## src/mem_ex_pkg.sv

```systemverilog
package mem_ex_pkg;

    // operand count and field widths
    localparam int NUM_OPS = 2;
    localparam int TAG_W   = 4;
    localparam int VAL_W   = 32;
    localparam int CTRL_W  = 16;

    typedef logic [TAG_W-1:0]   ptc_tag_t;
    typedef logic [VAL_W-1:0]   op_val_t;
    typedef logic [CTRL_W-1:0]  ctrl_word_t;
    typedef logic [NUM_OPS-1:0] wake_t;

    // modifiable part, lsb first: values, then tags, then wake bits
    localparam int VAL_LSB   = 0;
    localparam int TAG_LSB   = NUM_OPS * VAL_W;
    localparam int WAKE_LSB  = TAG_LSB + NUM_OPS * TAG_W;
    localparam int ENTRY_M_W = WAKE_LSB + NUM_OPS;

    typedef logic [ENTRY_M_W-1:0] entry_m_t;

    // operand 0 is op1, it sits in the low slot of each field
    function automatic entry_m_t pack_entry(wake_t w, ptc_tag_t t1, ptc_tag_t t2,
                                            op_val_t v1, op_val_t v2);
        return {w, t2, t1, v2, v1};
    endfunction

    function automatic ptc_tag_t op_tag(entry_m_t e, int i);
        return e[TAG_LSB + i*TAG_W +: TAG_W];
    endfunction

    function automatic op_val_t op_val(entry_m_t e, int i);
        return e[VAL_LSB + i*VAL_W +: VAL_W];
    endfunction

    function automatic wake_t op_wake(entry_m_t e);
        return e[WAKE_LSB +: NUM_OPS];
    endfunction

endpackage

```

## src/entry_patch_if.sv

```systemverilog
`timescale 1ns/100ps

// stored modifiable parts out, patches back in
interface entry_patch_if import mem_ex_pkg::*; #(parameter int Q_LENGTH = 8);

    // driven by the queue
    entry_m_t            entries_m [Q_LENGTH];
    logic [Q_LENGTH-1:0] entry_valid;

    // driven by the wakeup unit, combinational
    logic [Q_LENGTH-1:0] modify;
    entry_m_t            new_m [Q_LENGTH];

    modport queue_side (
        output entries_m, entry_valid,
        input  modify, new_m
    );

    modport wakeup_side (
        input  entries_m, entry_valid,
        output modify, new_m
    );

endinterface

```

## src/operand_wakeup.sv

```systemverilog
`timescale 1ns/100ps

module operand_wakeup import mem_ex_pkg::*; #(
    parameter int Q_LENGTH = 8
) (
    entry_patch_if.wakeup_side patch,
    input  logic               wb_valid,
    input  ptc_tag_t           wb_tag,
    input  op_val_t            wb_value
);

    // one comparator set per slot
    for (genvar s = 0; s < Q_LENGTH; s++) begin : g_slot
        entry_m_t patched;
        logic     hit;

        always_comb begin
            // default is the stored part untouched
            patched = patch.entries_m[s];
            hit     = 1'b0;
            for (int i = 0; i < NUM_OPS; i++) begin
                // only pending operands of occupied slots can wake
                if (wb_valid && patch.entry_valid[s] &&
                    !patch.entries_m[s][WAKE_LSB + i] &&
                    op_tag(patch.entries_m[s], i) == wb_tag) begin
                    patched[WAKE_LSB + i]                  = 1'b1;
                    patched[VAL_LSB + i*VAL_W +: VAL_W]    = wb_value;
                    hit                                    = 1'b1;
                end
            end
        end

        // queue writes new_m back only where modify is set
        assign patch.new_m[s]  = patched;
        assign patch.modify[s] = hit;
    end

endmodule

```

## src/flat_wrapper.sv

```systemverilog
// flat-port wrapper written by rule: the top's interface ports become plain ports
module operand_wakeup_flat import mem_ex_pkg::*;
#(
    parameter int Q_LENGTH = 8
)
  (wb_valid, wb_tag, wb_value, patch_entries_m, patch_entry_valid, patch_modify, patch_new_m);
  entry_patch_if #(.Q_LENGTH(Q_LENGTH)) patch_i ();
  input  logic wb_valid;
  input  ptc_tag_t wb_tag;
  input  op_val_t wb_value;
  input wire logic [$bits(patch_i.entries_m)-1:0] patch_entries_m;
  input wire logic [$bits(patch_i.entry_valid)-1:0] patch_entry_valid;
  output wire logic [$bits(patch_i.modify)-1:0] patch_modify;
  output wire logic [$bits(patch_i.new_m)-1:0] patch_new_m;
  assign patch_i.entries_m = {>>{patch_entries_m}};
  assign patch_i.entry_valid = patch_entry_valid;
  assign patch_modify = patch_i.modify;
  assign patch_new_m = {>>{patch_i.new_m}};
  operand_wakeup #(.Q_LENGTH(Q_LENGTH)) u_core (.patch(patch_i), .wb_valid(wb_valid), .wb_tag(wb_tag), .wb_value(wb_value));
endmodule
```

## config.mk

```make
export PLATFORM = sky130hd
export DESIGN_NAME = operand_wakeup_flat
export DESIGN_NICKNAME = d
export VERILOG_FILES = /design/src/mem_ex_pkg.sv /design/src/entry_patch_if.sv /design/src/operand_wakeup.sv /design/src/flat_wrapper.sv
export SDC_FILE = /design/constraint.sdc
export NUM_CORES = 1
export LEC_CHECK = 0
export ABC_AREA = 1
export ABC_CLOCK_PERIOD_IN_PS = 1400
export BUFFER_PORTS_ARGS = -buffer_cell sky130_fd_sc_hd__buf_2
export CAP_MARGIN = 40
export CELL_PAD_IN_SITES_DETAIL_PLACEMENT = 1
export CELL_PAD_IN_SITES_GLOBAL_PLACEMENT = 1
export CORE_AREA = 3 3 478 480
export DETAILED_ROUTE_END_ITERATION = 6
export DIE_AREA = 0 0 481 483
export PLACE_DENSITY_LB_ADDON = 0.08
export SYNTH_ARGS = -nofsm -noshare
export SYNTH_HDL_FRONTEND = slang
export SYNTH_SLANG_ARGS = --single-unit
```

## constraint.sdc

```tcl
create_clock -name vclk -period 1.4
set_input_delay 0 -clock vclk [all_inputs]
set_output_delay 0 -clock vclk [all_outputs]
set_load 0.05 [all_outputs]
```

==> impl_metrics.ini, run 1 <==
[critical_path]
crit_required_ps = 1400
critPathMaxFanout = 6
crit_arrival_ps = 1540
cp-end-kind = output port
worstSetupPathType = in2out
critPathLaunchType = input port

[yosys]
syn_nets = 2825
ys_types = 18
synth_top_cell_area_share = 0.413
syn_area_per_cell_um2 = 4.96
synth-seq-area-share = 0
synth_area_mm2 = 0.0108
synth_warnings = 0
synth.area.top_cells = nand2_1 41%, nand4_1 26%, buf_4 5.3%
synth.largest_area_cell = nand2_1
netlist_instances = 2188

[routing]
dr.pass1.iters = 7
drc = 0
routed_wl_mm = 194
via_count = 21600
drt.antenna.violating_nets = 0
drt_iter0_drc = 672
wl_per_cell_um = 29.5
detail_route.vias_per_cell = 3.29

[power]
p_clk_frac = 0
p_per_area_mw_per_mm2 = 448
ir_drop_mv = 0.128
p_int_mw = 5.47
p_sw_frac = 0.623
p_leak_nw = 15.6
seqPwrFrac = 0
p_sw_mw = 9.05
p_total_mw = 14.5
combPwrFrac = 1.000

[job]
maxCapViolCount = 0

[placement]
place.gp.congestion = 0.779
place_ws_ps = -427
portBuffers = 1237
dp_hpwl_mm = 156

[timing]
slew_headroom = 0.741
layout_min_cycle_time_ps = 1540
drv_slew = 0
fmax_mhz = 649
setup_viol = 456
final-hold-violation-count = 0
setup_ws_ps = -142
rsz0062_at_grt = yes
tightest_slew_ps = 392
fin_crit_sh = 1.10

[floorplan]
core_mm2 = 0.225
dieArea_mm2 = 0.232
die_x_um = 481
io_pins = 1237
initial_core_util = 0.0483
die_h_um = 483
num_rows = 174

[layout]
drive_gt1_frac = 0.614
layout_common_cells = 792 x buf_2, 783 x nand2_1, 448 x nand4_1
clock_buffer_count = 0
layout_commonest_cell = buf_2
seq_cell_count = 0
multi_input_area_mm2 = 0.0104
area_growth_syn_to_layout_pct = 199
fill_cells = 26900
seq_area_um2 = 0
nets = 4174

[global_routing]
grt_pass1_wl_mm = 236
antenna_found_initial = 135
grt_usage = 0.151
grt_pass1_vias = 22900
grt_max_degree = 33
globalRouteOverflowTotal = 0

[min_path]
min_from = patch_entries_m[199]
min_path_cells = 4
holdPathEnd = patch_new_m[199]
hold_path_class = in2out

[status]
violations = negative setup slack
status = finished, violations left
-- cells by family after synthesis --
| group | share of synthesized area |
|---|---|
| and+or+nand+nor | 0.763 |
| xor gates and xnor gates | 0.0227 |
| buffers and inverters | 0.213 |
| AOI/OAI and AO/OA | 0.000461 |
-- cell type report --
cell class / count / area share
Multi-Input combinational cell: 1785 / 0.322
Antenna cell: 32 / 0.00247
Timing Repair Buffer: 1681 / 0.552
Inverter: 69 / 0.00869
Tap cell: 2992 / 0.116
-- power by group through the flow --
stage	Sequential, mW	Clock, mW	Combinational (mW)
after floorplan	0	0	6.00
after global placement	0	0	12.9
after detailed placement	0	0	12.9
after CTS	0	0	13.9
after global routing	0	0.00000107	15.2
final	0	0.00000299	14.5
-- metrics by stage --
step | cells | instance area [um^2] | TNS [ps] | hold slack, ps | utilization
floorplan | 2188 | 10800 | 0 | 167 | -
global placement | 6392 | 26400 | -123700 | 339 | 0.117
detailed placement | 6392 | 26400 | -121370 | 339 | 0.117
CTS | 6460 | 29400 | -47500 | 328 | 0.131
global route | 6538 | 32300 | -60310 | 343 | 0.144
finish | 6559 | 32400 | -25680 | 328 | 0.144
-- critical path, cell delays in order --
cell and delay [ps]:
buf_12 130, buf_12 140, buf_8 120, nand2_2 60, nand2_2 70, nor2_4 130, buf_12 130, nand3_4 130
buf_12 200, buf_8 130, nand2_2 50, nand2_2 70, buf_8 150
-- worst max-delay path by stage --
stage / from / end / slack (ps) / depth (start not counted)
2_1_floorplan: wb_tag[2] / patch_new_m[107] / 140 / 7
3_3_place_gp: wb_tag[1] / patch_new_m[137] / -490 / 12
3_5_place_dp: wb_tag[1] / patch_new_m[472] / -430 / 10
4_1_cts: wb_tag[0] / patch_new_m[426] / -190 / 13
5_1_grt: wb_tag[1] / patch_new_m[426] / -210 / 13
6_report: wb_tag[1] / patch_new_m[426] / -140 / 13
-- synth_stat cells, types with 2 or more instances --
library cell,number
xor2_1,4
nand4_1,448
nand3_4,13
inv_2,5
buf_1,2
nor2_4,29
buf_2,103
nand2_1,1193
buf_4,77
inv_1,64
buf_6,51
clkbuf_1,101
nand2_4,2
xnor2_2,13
nand3_1,78
nor2_2,3
-- repair_timing --
item	in CTS	in global routing
setup buffers	56	38
resized for setup	613	628
hold buffers	0	0
pin swaps	81	101
cloned	14	37
setup endpoints to repair	528	528
-- per-layer routing --
layer,vias up,global-route usage,share of wire,routed length [um]
met1,10400,0.164,0.36,70300
met4,108,0.0128,0.018,3450
li1,9988,-,-,-
met3,215,0.0383,0.065,12500
met2,945,0.298,0.55,107000
met5,-,0,0.0034,655
Note: power is estimated with default switching activity, not from simulation.
==> run 2: changes to the inputs <==
--- a/config.mk
+++ b/config.mk
@@ -15,6 +15,7 @@
 export DETAILED_ROUTE_END_ITERATION = 6
 export DIE_AREA = 0 0 481 483
 export PLACE_DENSITY_LB_ADDON = 0.08
+export SKIP_LAST_GASP = 1
 export SYNTH_ARGS = -nofsm -noshare
 export SYNTH_HDL_FRONTEND = slang
 export SYNTH_SLANG_ARGS = --single-unit
==> run 2 against run 1 <==
Compared with the run above: the flow still finishes with violations (negative setup slack); cell count is 0.38% lower; die area unchanged; critical endpoint is now patch_new_m[448]; power down 3.6%; first-iteration DRC count decreased by 8.5%; final area fell by 5.3%; routed wire length shrank 2.0%; fmax decreased by 2.9%; utilization shrank 0.77 points; setup slack lost 46 ps.
==> impl_metrics.ini, run 2 (same netlist as run 1, synthesis figures left out) <==
[layout]
layout_commonest_cell = nand2_1
fill_cells = 27000
clock_buffer_count = 0
seq_area_um2 = 0
nets = 4145
fin_util = 0.136
multi_input_area_mm2 = 0.00967
seq_cell_count = 0
layout_common_cells = 961 x nand2_1, 852 x buf_2, 448 x nand4_1
drive_gt1_frac = 0.558
final_cell_area_mm2 = 0.0307
area_growth_syn_to_layout_pct = 183
stdcell_count = 6534

[global_routing]
grt_pass1_vias = 22900
grt_usage = 0.151
globalRouteOverflowTotal = 0
grt_pass1_wl_mm = 236
antenna_found_initial = 134
grt_max_degree = 33

[routing]
dr.pass1.iters = 5
via_count = 21300
drt.antenna.violating_nets = 0
drt_iter0_drc = 615
detail_route.vias_per_cell = 3.27
drc = 0
wl_per_cell_um = 29.0
routed_wl_mm = 190

[job]
maxCapViolCount = 0

[timing]
slew_headroom = 0.741
tightest_slew_ps = 391
rsz0062_at_grt = yes
layout_min_cycle_time_ps = 1590
fmax_mhz = 630
final-hold-violation-count = 0
setup_viol = 456
drv_slew = 0
fin_crit_sh = 1.13
setup_ws_ps = -188
holdWs_ps = 328

[floorplan]
io_pins = 1237
num_rows = 174
dieArea_mm2 = 0.232
initial_core_util = 0.0483
die_x_um = 481
core_mm2 = 0.225
die_h_um = 483

[placement]
portBuffers = 1237
dp.cells = 6392
place.gp.congestion = 0.779
placed_area_mm2 = 0.0264
dp_hpwl_mm = 156

[power]
p_per_area_mw_per_mm2 = 457
p_leak_nw = 15.1
ir_drop_mv = 0.113

[critical_path]
critPathMaxFanout = 6
max_stage_delay_ps = 180
cp_cell_sequence = buf_12 -> buf_12 -> buf_4 -> nand2_1 -> nand2_2 -> nor2_4 -> buf_12 -> nand3_4 -> buf_12 -> buf_4 -> nand2_1 -> nand2_1 -> buf_12
slowest_stage = buf_12
cp-end-kind = output port
crit_required_ps = 1400
crit_arrival_ps = 1590
critPathLaunchType = input port
crit_top_cell = buf_12
worstSetupPathType = in2out

[status]
violations = negative setup slack
status = finished, violations left

[min_path]
hold_path_class = in2out

[clock_tree]
hold_buffers = 0
==> run 2: cell count changes in the layout (fill, tap and decap cells not counted), moves of 4 or more <==
cell and delta:
buf_2 +60, buf_4 +4, buf_6 -57, buf_8 -16, clkbuf_16 -13, diode_2 +4
nand2_1 +178, nand2_2 -129, nand2_4 -47, nand3_1 +5, nand3_2 -4
==> run 2: per-layer routing <==
metal  global-route usage  wire length, um  up-vias
li1                     -                -     9928
met1                0.164            70200    10200
met2                0.298           104000      939
met3               0.0383            12300      196
met4               0.0128             2390      106
met5                    0              636        -
==> run 2: final cells by class <==
cell class,count,share of cell area
antenna,36,0.00294
inverter,69,0.00934
multi-input combinational,1785,0.315
tap,2992,0.122
timing repair buffer,1652,0.550
==> run 2: path summary, 6_finish.rpt <==
check                           startpoint          endpoint  slack, ps  depth (start not counted)
worst min-delay path  patch_entries_m[199]  patch_new_m[199]        330                          4
worst max-delay path             wb_tag[1]  patch_new_m[448]       -190                         13
==> run 2: power by group <==
part	switching, mW	leakage (nW)	internal, mW
clock	0	0.000228	0.00000332
sequential	0	0	0
combinational	8.86	15.1	5.14
total	8.86	15.1	5.14
==> run 2: what timing repair did <==
| action | 4_1_cts | 5_1_grt |
|---|---|---|
| setup endpoints to repair | 528 | 529 |
| gates cloned | 14 | 19 |
| buffers inserted | 56 | 19 |
| endpoints found under the hold margin | 0 | 0 |
| resized for setup | 489 | 321 |
| pin swaps | 68 | 44 |
==> run 2: per-stage QoR <==
| stage | TNS, ps | power (mW) | worst slack [ps] |
|---|---|---|---|
| 2_1_floorplan | 0 | 6.00 | 142 |
| 3_5_place_dp | -121370 | 12.9 | -427 |
| 6_report | -32510 | 14.0 | -188 |
| 5_1_grt | -70410 | 14.7 | -254 |
| 4_1_cts | -56340 | 13.8 | -224 |
| 3_3_place_gp | -123700 | 12.9 | -491 |
==> run 2: worst max-delay path, delay by kind of cell <==
family | cells | cell delay [ps]
buf+inv | 7 | 1030
simple gates | 6 | 530
==> run 3: changes to the inputs <==
--- a/config.mk
+++ b/config.mk
@@ -7,7 +7,7 @@
 export LEC_CHECK = 0
 export ABC_AREA = 1
 export ABC_CLOCK_PERIOD_IN_PS = 1400
-export BUFFER_PORTS_ARGS = -buffer_cell sky130_fd_sc_hd__buf_2
+export BUFFER_PORTS_ARGS = -buffer_cell sky130_fd_sc_hd__buf_4
 export CAP_MARGIN = 40
 export CELL_PAD_IN_SITES_DETAIL_PLACEMENT = 1
 export CELL_PAD_IN_SITES_GLOBAL_PLACEMENT = 1
==> run 3 against run 2 <==
Compared with the run above: count of clock-buffer cells in the layout stayed put; the run still ends with negative setup slack left; via count is 0.74% higher; critical endpoint is now patch_new_m[187]; fmax is 2.7% higher; critical path depth is 1 lower; setup slack better by 42 ps.
==> impl_metrics.ini, run 3 (same netlist as run 1, synthesis figures left out) <==
[power]
p_sw_frac = 0.627
p_per_area_mw_per_mm2 = 446
p_total_mw = 14.3
seqPwrFrac = 0
p_leak_nw = 15.6
combPwrFrac = 1.000
p_int_mw = 5.33
p_clk_frac = 0
p_sw_mw = 8.97
ir_drop_mv = 0.135

[layout]
drive_gt1_frac = 0.581
clock_buffer_count = 0
multi_input_area_mm2 = 0.0102
area_growth_syn_to_layout_pct = 195
seq_area_um2 = 0
stdcell_count = 6523
layout_commonest_cell = buf_4
nets = 4155
fill_cells = 26800
seq_cell_count = 0
layout_common_cells = 1069 x buf_4, 891 x nand2_1, 448 x nand4_1

[timing]
tightest_slew_ps = 523
slew_headroom = 0.651
fmax_mhz = 647
rsz0062_at_grt = yes
final-hold-violation-count = 0
holdWs_ps = 297
drv_slew = 0
layout_min_cycle_time_ps = 1550
tns_ps = -22340
fin_crit_sh = 1.10
setup_viol = 408
setup_ws_ps = -146

[routing]
wl_met1_mm = 72.6
routed_wl_mm = 203
wl_per_cell_um = 31.1
drt.antenna.violating_nets = 0
detail_route.vias_per_cell = 3.30
via_count = 21500
drc = 0
wl_met3_mm = 13.8
dr.pass1.iters = 5
drt_iter0_drc = 780
wl_met2_mm = 114
routed.top_layer = met5

[floorplan]
die_x_um = 481
initial_core_util = 0.0483
die_h_um = 483
io_pins = 1237
dieArea_mm2 = 0.232
num_rows = 174
core_mm2 = 0.225

[status]
status = finished, violations left
violations = negative setup slack

[global_routing]
grt_usage = 0.163
grt_max_degree = 33
antenna_found_initial = 50
globalRouteOverflowTotal = 0
grt_pass1_wl_mm = 255
grt_pass1_vias = 23700

[critical_path]
critPathLaunchType = input port
crit_required_ps = 1400
cp-end-kind = output port
critPathMaxFanout = 6
crit_arrival_ps = 1550
worstSetupPathType = in2out

[placement]
dp_hpwl_mm = 160
place_ws_ps = -445
place.gp.congestion = 0.756
dp.cells = 6363
portBuffers = 1237

[min_path]
hold_path_class = in2out
min_path_cells = 2

[job]
maxCapViolCount = 0
run 3: worst max-delay path, stage by stage:
cell     delay [ps]
buf_12          120
buf_6           120
buf_12          140
xor2_4          150
nor2_4          130
buf_6           130
nand2_8         100
buf_12          160
buf_16          140
nand2_1         100
nand2_2          70
buf_6           150
run 3: what timing repair did:
item                       CTS  global route
cloned                      52            15
pin swaps                  114           104
hold buffers                 0             0
buffers inserted            69            27
gates resized for setup    729           385
setup endpoints to repair  536           532
hold endpoints to repair     0             0
run 3: area by class of cell:
type,count,area share
inverter,69,0.00926
antenna,15,0.00117
timing repair buffer,1662,0.553
multi-input combinational,1785,0.320
tap,2992,0.117
run 3: power groups by stage:
stage               Combinational (mW)  Sequential [mW]   Clock, mW
floorplan                         6.00                0           0
global placement                  12.4                0           0
detailed placement                12.4                0           0
CTS                               14.2                0           0
global route                      15.0                0           0
finish                            14.3                0  0.00000109
run 3: metrics by stage:
stage                     area (um^2)  utilization
after detailed placement        25500        0.114
after global placement          25500        0.114
final                           32000        0.143
after global routing            32000        0.142
after CTS                       30300        0.135
after floorplan                 10800            -
run 3: routing by layer:
layer	vias up	track usage
met5	-	0
met4	46	0.0101
met3	111	0.0427
met2	877	0.333
met1	10600	0.170
li1	9913	-
run 3: final timing paths:
kind                              from                to  slack, ps
setup / recovery             wb_tag[3]  patch_new_m[187]       -150
hold / removal    patch_entries_m[218]  patch_new_m[218]        300
